### config.mk
export PLATFORM = sky130hd
export DESIGN_NAME = fir_tap_top
export DESIGN_NICKNAME = d
export VERILOG_FILES = /design/src/fir_tap_pkg.sv /design/src/fir_tap_mult_path.sv /design/src/fir_tap_addend_path.sv /design/src/fir_tap_post_adder.sv /design/src/fir_tap_top.sv
export SDC_FILE = /design/constraint.sdc
export NUM_CORES = 2
export LEC_CHECK = 0
export ABC_AREA = 1
export BUFFER_PORTS_ARGS = -buffer_cell sky130_fd_sc_hd__buf_2
export CORE_MARGIN = 5
export CORE_UTILIZATION = 55
export CTS_CLUSTER_SIZE = 8
export DETAILED_ROUTE_END_ITERATION = 16
export HOLD_SLACK_MARGIN = 0.02
export PLACE_DENSITY = 0.78
export SKIP_CTS_REPAIR_TIMING = 1
export SYNTH_ARGS = -nofsm -noshare
export SYNTH_HDL_FRONTEND = slang
export SYNTH_SLANG_ARGS = --single-unit
### constraint.sdc
create_clock -name clk_i -period 16 [get_ports clk_i]
set_input_delay 3.2 -clock clk_i [delete_from_list [all_inputs] [get_ports clk_i]]
set_output_delay 3.2 -clock clk_i [all_outputs]
set_load 0.02 [all_outputs]
### src/fir_tap_pkg.sv
`default_nettype none

package fir_tap_pkg;

    ////////////////////////////////////////
    // Operand widths
    ////////////////////////////////////////

    // A and D samples
    localparam int DATA_W = 26;

    // Pre-adder sum keeps the carry bit
    localparam int PREADD_W = DATA_W + 1;

    // Coefficient, as on the B port of the slice
    localparam int COEFF_W = 18;

    // Full-precision product of pre-adder sum and coefficient
    localparam int PRODUCT_W = PREADD_W + COEFF_W;

    // C, PCIN and P
    localparam int ACC_W = 48;

    ////////////////////////////////////////
    // Pipeline depth
    ////////////////////////////////////////

    // A/D register, pre-adder register and multiplier register
    localparam int MULT_STAGES = 3;

    ////////////////////////////////////////
    // Vector types
    ////////////////////////////////////////

    typedef logic signed [DATA_W-1:0]    data_t;
    typedef logic signed [PREADD_W-1:0]  preadd_t;
    typedef logic signed [COEFF_W-1:0]   coeff_t;
    typedef logic signed [PRODUCT_W-1:0] product_t;
    typedef logic signed [ACC_W-1:0]     acc_t;

    ////////////////////////////////////////
    // Bundles
    ////////////////////////////////////////

    // One sample pair for the pre-adder
    typedef struct packed {
        data_t a;
        data_t d;
    } tap_sample_t;

    // Coefficient load and update strobes with the new value
    typedef struct packed {
        logic   load;
        logic   update;
        coeff_t coeff;
    } coeff_ctrl_t;

endpackage

`default_nettype wire

### src/fir_tap_mult_path.sv
`default_nettype none

module fir_tap_mult_path
    import fir_tap_pkg::*;
(
    input  wire         clk_i,
    input  wire         rst_i,
    input  tap_sample_t sample_i,
    input  coeff_ctrl_t coeff_ctrl_i,
    output product_t    product_o
);

    ////////////////////////////////////////
    // Coefficient registers
    ////////////////////////////////////////

    // First register, written by the load strobe
    coeff_t coeff_load_q;

    // Working register, written by the update strobe
    coeff_t coeff_work_q;

    ////////////////////////////////////////
    // Data pipeline
    ////////////////////////////////////////

    // Stage 1: input samples and the coefficient seen with them
    tap_sample_t sample_q;
    coeff_t      coeff_s1_q;

    // Stage 2: pre-adder sum and its coefficient copy
    preadd_t     preadd_sum;
    preadd_t     preadd_q;
    coeff_t      coeff_s2_q;

    // Stage 3: product
    product_t    product_q;

    // Both strobes may fire together; the working register then
    // picks up what the first register held before this edge
    always_ff @(posedge clk_i) begin
        if (rst_i) begin
            coeff_load_q <= '0;
            coeff_work_q <= '0;
        end else begin
            if (coeff_ctrl_i.load) begin
                coeff_load_q <= coeff_ctrl_i.coeff;
            end
            if (coeff_ctrl_i.update) begin
                coeff_work_q <= coeff_load_q;
            end
        end
    end

    // Input register for A and D
    // The working coefficient is sampled on the same edge, so a sample
    // uses the value that stood just before it was captured
    always_ff @(posedge clk_i) begin
        if (rst_i) begin
            sample_q   <= '0;
            coeff_s1_q <= '0;
        end else begin
            sample_q   <= sample_i;
            coeff_s1_q <= coeff_work_q;
        end
    end

    // Pre-adder, D + A with one bit of growth
    assign preadd_sum = preadd_t'(sample_q.d) + preadd_t'(sample_q.a);

    always_ff @(posedge clk_i) begin
        if (rst_i) begin
            preadd_q   <= '0;
            coeff_s2_q <= '0;
        end else begin
            preadd_q   <= preadd_sum;
            coeff_s2_q <= coeff_s1_q;
        end
    end

    // Signed multiply at full width, no truncation
    always_ff @(posedge clk_i) begin
        if (rst_i) begin
            product_q <= '0;
        end else begin
            product_q <= preadd_q * coeff_s2_q;
        end
    end

    assign product_o = product_q;

endmodule

`default_nettype wire

### src/fir_tap_addend_path.sv
`default_nettype none

module fir_tap_addend_path
    import fir_tap_pkg::*;
(
    input  wire  clk_i,
    input  wire  rst_i,
    input  acc_t c_i,
    output acc_t c_aligned_o
);

    ////////////////////////////////////////
    // C delay line
    ////////////////////////////////////////

    // First entry is the C input register, the rest match the
    // pre-adder and multiplier stages
    acc_t c_pipe_q [MULT_STAGES];

    always_ff @(posedge clk_i) begin
        if (rst_i) begin
            for (int i = 0; i < MULT_STAGES; i++) begin
                c_pipe_q[i] <= '0;
            end
        end else begin
            c_pipe_q[0] <= c_i;
            for (int i = 1; i < MULT_STAGES; i++) begin
                c_pipe_q[i] <= c_pipe_q[i-1];
            end
        end
    end

    // Leaves in the same cycle as the product of its sample
    assign c_aligned_o = c_pipe_q[MULT_STAGES-1];

endmodule

`default_nettype wire

### src/fir_tap_post_adder.sv
`default_nettype none

module fir_tap_post_adder
    import fir_tap_pkg::*;
(
    input  wire      clk_i,
    input  wire      rst_i,
    input  product_t product_i,
    input  acc_t     c_aligned_i,
    input  acc_t     pcin_i,
    output acc_t     p_o
);

    ////////////////////////////////////////
    // Three-input adder
    ////////////////////////////////////////

    acc_t product_ext;
    acc_t sum;
    acc_t p_q;

    // Sign-extend the product up to the accumulator width
    assign product_ext = {{(ACC_W-PRODUCT_W){product_i[PRODUCT_W-1]}}, product_i};

    // PCIN comes in unregistered from the previous tap
    // Carry out of bit 47 is dropped
    assign sum = product_ext + c_aligned_i + pcin_i;

    ////////////////////////////////////////
    // P register
    ////////////////////////////////////////

    always_ff @(posedge clk_i) begin
        if (rst_i) begin
            p_q <= '0;
        end else begin
            p_q <= sum;
        end
    end

    assign p_o = p_q;

endmodule

`default_nettype wire

### src/fir_tap_top.sv
`default_nettype none

module fir_tap_top
    import fir_tap_pkg::*;
(
    input  wire         clk_i,
    input  wire         rst_i,
    input  tap_sample_t sample_i,
    input  coeff_ctrl_t coeff_ctrl_i,
    input  acc_t        c_i,
    input  acc_t        pcin_i,
    output acc_t        p_o
);

    ////////////////////////////////////////
    // Internal nets
    ////////////////////////////////////////

    // Product of (D + A) and the working coefficient
    product_t product;

    // C delayed to line up with the product
    acc_t     c_aligned;

    ////////////////////////////////////////
    // Multiplier path
    ////////////////////////////////////////

    fir_tap_mult_path i_mult_path (
        .clk_i        (clk_i),
        .rst_i        (rst_i),
        .sample_i     (sample_i),
        .coeff_ctrl_i (coeff_ctrl_i),
        .product_o    (product)
    );

    ////////////////////////////////////////
    // Addend path
    ////////////////////////////////////////

    fir_tap_addend_path i_addend_path (
        .clk_i       (clk_i),
        .rst_i       (rst_i),
        .c_i         (c_i),
        .c_aligned_o (c_aligned)
    );

    ////////////////////////////////////////
    // Post-adder and P register
    ////////////////////////////////////////

    // PCIN joins here directly, one cycle ahead of P
    fir_tap_post_adder i_post_adder (
        .clk_i       (clk_i),
        .rst_i       (rst_i),
        .product_i   (product),
        .c_aligned_i (c_aligned),
        .pcin_i      (pcin_i),
        .p_o         (p_o)
    );

endmodule

`default_nettype wire

Word-level counts from Yosys, hierarchy flattened
Memories as Yosys holds them, arrays and structs flattened.
Index checks and enable logic that the tools add are counted.
{ "totals": {"word_cells": 23, "ramBits": 144, "n_memories": 1, "output_inout_bits": 48, "reg_bits": 244} }
{ "memory_table": {"columns": ["memory", "depth", "width", "read_ports", "rd_ports_with_merged_regs", "wr", "line", "source"], "rows": [
  ["i_addend_path.c_pipe_q", 3, 48, 3, 0, 3, "fir_tap_addend_path.sv:18", "acc_t c_pipe_q [MULT_STAGES];"]
]} }
{ "classes": {"muxes": 6, "n_addsub": 3, "bitwise": 3, "multipliers": 1} }
{ "ops": {"columns": ["cell", "n"], "rows": [
  ["48-bit two-way mux", 3],
  ["45-bit by 48-bit adder with 48-bit output", 1],
  ["48-bit adder", 1],
  ["27-bit by 18-bit multiplier with 45-bit output", 1],
  ["26-bit by 26-bit adder with 27-bit output", 1],
  ["1-bit two-way mux", 3],
  ["1-bit bitwise OR", 3]
]} }

Logic depth before layout (Yosys ltp)
{ "depth": {"word_depth": 3, "depth_mapped": 30, "depth_no_buf": 28} }

Hierarchy
Synthesis repeated with hierarchy kept, for this count alone.
{ "hier_totals": {"hier_cells": 4916, "hier_area_um2": 36261.0} }
{ "modules_own_cells": {"columns": ["mod", "area_per_inst_um2", "cells_each", "instances"], "rows": [
  ["fir_tap_mult_path", 25550.8, 3420, 1],
  ["fir_tap_post_adder", 6262.3, 1000, 1],
  ["fir_tap_addend_path", 4448.0, 496, 1]
]} }

Least setup slack after synthesis
Ideal clock, no wire load.
{ "synth_timing": {"path_kind": "register to register", "startpoint": "reg i_mult_path.preadd_q[26]", "endpoint": "reg i_mult_path.product_q[44], in the netlist i_mult_path.product_o[44]", "arrival_ns": 5.406, "path_buffers": 2, "setup_slack_ns": 10.481, "setup_ns": 0.113, "path_stages_with_launch": 25, "synth_period_minus_slack_ns": 5.519, "path_cell_list": "dfxtp_1 clkbuf_1 clkbuf_1 nand2_1 inv_1 fa_1 fa_1 ha_1 inv_1 fa_1 inv_1 fa_1 inv_1 fa_1 inv_1 ha_1 nand2_1 nor2_1 nand2_1 nor2_1 nand4_1 nand3_1 nand2_1 nand2_1 nor2_1"} }
{ "synth_between": {"elab_chain_len": 1} }
{ "synth_rtl": {"columns": ["item", "line", "source"], "rows": [
  ["start, declared", "fir_tap_mult_path.sv:33", "preadd_t preadd_q;"],
  ["start signal, assigned", "fir_tap_mult_path.sv:76", "preadd_q <= preadd_sum;"],
  ["27-bit by 18-bit multiplier with 45-bit output", "fir_tap_mult_path.sv:86", "product_q <= preadd_q * coeff_s2_q;"],
  ["end signal, assigned", "fir_tap_mult_path.sv:86", null],
  ["end, declared", "fir_tap_mult_path.sv:37", "product_t product_q;"]
]} }
Every way passes these cells.
A chain may end at the register's enable or synchronous reset.

Worst setup path in the final report
{ "layout_timing": {"startpoint": "reg i_mult_path.coeff_s2_q[6]", "endpoint": "reg i_mult_path.product_q[40], in the netlist i_mult_path.product_o[40]"} }
{ "layout_between": {"elab_chain_len": 1} }
{ "layout_rtl": {"columns": ["item", "line", "source"], "rows": [
  ["start, declared", "fir_tap_mult_path.sv:34", "coeff_t coeff_s2_q;"],
  ["start signal, assigned", "fir_tap_mult_path.sv:77", "coeff_s2_q <= coeff_s1_q;"],
  ["27-bit by 18-bit multiplier with 45-bit output", "fir_tap_mult_path.sv:86", null]
]} }
Every way passes these cells.

==> flow_summary.ini <==
[clocking]
h-tree-depth = 2
clock-sinks = 388
cts_root_buf = clkbuf_16
cts_tree = yes
clk_pin_slew_ns = 0.05
numCtsBuffers = 55
clk-insertion-delay-late_ns = 0.63
clockBufferDepth = 3

[finish]
fill_cells = 5874
final_nets = 5910
multi_input_area_um2 = 22500
layout-drive-gt1-share = 0.0782
syn_to_final_growth_pct = 9.08
fin_util = 0.606
final_cell_area_um2 = 39100
regArea_um2 = 7770

[timing]
finalSetupTns_ns = 0
final_max_slew_viol_count = 0
skew_ns = 0.0645
tightest_slew_ns = 1.25
max_slew_margin = 0.163
rsz0062_at_grt = false
timing.final.crit_share = 0.406
hold_viol = 0
max_freq_ghz = 0.154
layout_min_cycle_time_ns = 6.49
holdWs_ns = 0.394
setup_viol = 0

[drt]
drt_iter0_markers = 2330
drtAntennaViolNets = 0
vias = 29400
wl_per_cell_um = 16.7
wl_um = 98500
via_per_inst = 4.98
drc_errors = 0
dr.pass1.iters = 5

[global_route]
grt_max_degree = 96
track_usage = 0.282
grt_pass1_vias = 29700
antenna_found_initial = 3
overflow = 0
grt_pass1_wl_um = 157000

[worst_setup_path]
crit_arrival_ns = 7.06
required_ns = 16.56
endpoint_kind = register
critPathKind = register to register
cp_max_fo = 27
setup.worst_path.start_class = register

[power_and_ir_drop]
ir_drop_mv = 0.0882
power.leakage_nw = 21.9
pwr_density_cell_nw_per_um2 = 72.6

[floorplanning]
die_x_um = 265
die_y_um = 265
num_rows = 93
core_area_um2 = 64500
ios = 218
initial_core_util = 0.556
die-area_um2 = 70300

[synthesis]
syn_nets = 5773
ys_seq_area_frac = 0.217
syn_area_um2 = 35800
ys_ff_latch = 388
ys_warn_count = 0
netlist_instances = 4898
synth_ff_type = dfxtp_1
async_reset_ff_frac = 0
synth_cell_types = 37
avgSynthCellArea_um2 = 7.31
synth_edf_count = 0

[placed_design]
port_buffers = 217
gp_congestion = 0.966
place_area_um2 = 37500
dpl.hpwl_um = 81000

[hold_path]
hp-class = register to register

[status]
status = finished, final reports clean

[flow_run]
maxCapViolCount = 0
-- cell type report --
cell class | count | area share
antenna | 1 | 0.0000640
clock buffer | 58 | 0.0360
clock inverter | 5 | 0.00320
inverter | 1324 | 0.127
multi-input combinational | 3030 | 0.576
sequential | 388 | 0.199
tap | 855 | 0.0274
timing repair buffer | 236 | 0.0317
-- final timing paths --
| path | from | endpoint | slack [ns] | cells past startpoint |
|---|---|---|---|---|
| worst max-delay path | i_mult_path.coeff_s2_q[6] | i_mult_path.product_o[40] | 9.51 | 20 |
| worst min register to register | i_addend_path.c_pipe_q[0][89] | i_addend_path.c_pipe_q[0][137] | 0.39 | 2 |
| worst max register to register | i_mult_path.coeff_s2_q[6] | i_mult_path.product_o[40] | 9.51 | 20 |
| worst min-delay path | i_addend_path.c_pipe_q[0][89] | i_addend_path.c_pipe_q[0][137] | 0.39 | 2 |
-- logic make-up after synthesis --
group | Yosys count | synth area share
buffers and inverters | 1480 | 0.155
AO/OA/AOI/OAI | 297 | 0.0440
adder cells (fa/ha/maj) | 705 | 0.356
AND/OR/NAND/NOR | 2013 | 0.225
flip-flops | 388 | 0.217
XOR/XNOR | 15 | 0.00367
-- cell usage in the layout, fill, tap and decap left out, types with 2 or more instances in the layout --
cell type / count
a211oi_1: 2
a21o_1: 5
a21oi_1: 166
and2_1: 6
buf_2: 216
buf_4: 19
clkbuf_16: 55
clkbuf_8: 3
clkinv_1: 9
clkinv_16: 3
clkinv_2: 2
dfxtp_1: 388
fa_1: 522
ha_1: 183
inv_1: 1298
inv_2: 16
nand2_1: 1241
nand2_2: 15
nand3_1: 104
nand3_2: 9
nand3b_1: 4
nand4_1: 10
nor2_1: 551
nor2_2: 36
nor2_4: 7
nor3_1: 14
nor3_2: 3
nor3b_1: 2
o21a_1: 14
o21ai_0: 91
o21ai_1: 6
o21bai_1: 11
or2_1: 2
or2_2: 7
xnor2_1: 6
xor2_1: 9
-- registers in the layout, summed over array words and instances, names as in the netlist --
register and count:
i_addend_path.c_pipe_q 144, i_mult_path.coeff_load_q 18, i_mult_path.coeff_s1_q 18, i_mult_path.coeff_s2_q 18
i_mult_path.coeff_work_q 18, i_mult_path.preadd_q 27, i_mult_path.product_o 45, i_mult_path.sample_q 52
i_post_adder.p_o 48
-- per-stage QoR --
step | std cells | setup WS, ns | power (mW)
2_1_floorplan | 4898 | 10.48 | 1.55
3_3_place_gp | 5833 | 9.57 | 1.78
3_5_place_dp | 5833 | 9.44 | 1.79
4_1_cts | 5896 | 9.42 | 2.85
5_1_grt | 5896 | 9.10 | 2.98
6_report | 5897 | 9.51 | 2.84
-- critical path: stages (launching register included) --
cell	delay [ns]
dfxtp_1	1.08
nand2_1	0.32
inv_1	0.16
fa_1	0.46
fa_1	0.81
inv_1	0.12
fa_1	0.50
fa_1	0.56
fa_1	0.43
fa_1	0.49
inv_1	0.04
ha_1	0.31
nand2_1	0.16
inv_1	0.05
a21oi_1	0.26
o21bai_1	0.14
nor2_1	0.12
nand3_1	0.16
nand2_1	0.09
nand2_1	0.05
nor2_1	0.12
-- per-layer routing --
layer  GRT usage  vias to the layer above  wire, um
li1            -                    14200         -
met1       0.382                    13900     41200
met2       0.467                     1077     46200
met3      0.0495                      197      8110
met4      0.0841                        0      3040
met5           0                        -         0
-- cell usage after synthesis (14+ instances only) --
cell,instances,area share
dfxtp_1,388,0.22
ha_1,183,0.064
nand2_1,1241,0.13
fa_1,522,0.29
inv_2,16,0.0017
inv_1,1299,0.14
clkbuf_1,138,0.014
nand3_1,104,0.015
buf_1,15,0.0016
nor2_2,36,0.0063
o21ai_0,91,0.013
nor2_1,551,0.058
nor3_1,14,0.0020
nand2_2,15,0.0026
a21oi_1,166,0.023
o21a_1,14,0.0029
-- where the power goes --
part / total, mW / internal (mW) / switching, mW
combinational: 0.671 / 0.222 / 0.450
sequential: 1.12 / 1.04 / 0.0755
clock: 1.05 / 0.632 / 0.417
total: 2.84 / 1.89 / 0.942
Power figures use the tool's default switching activity.
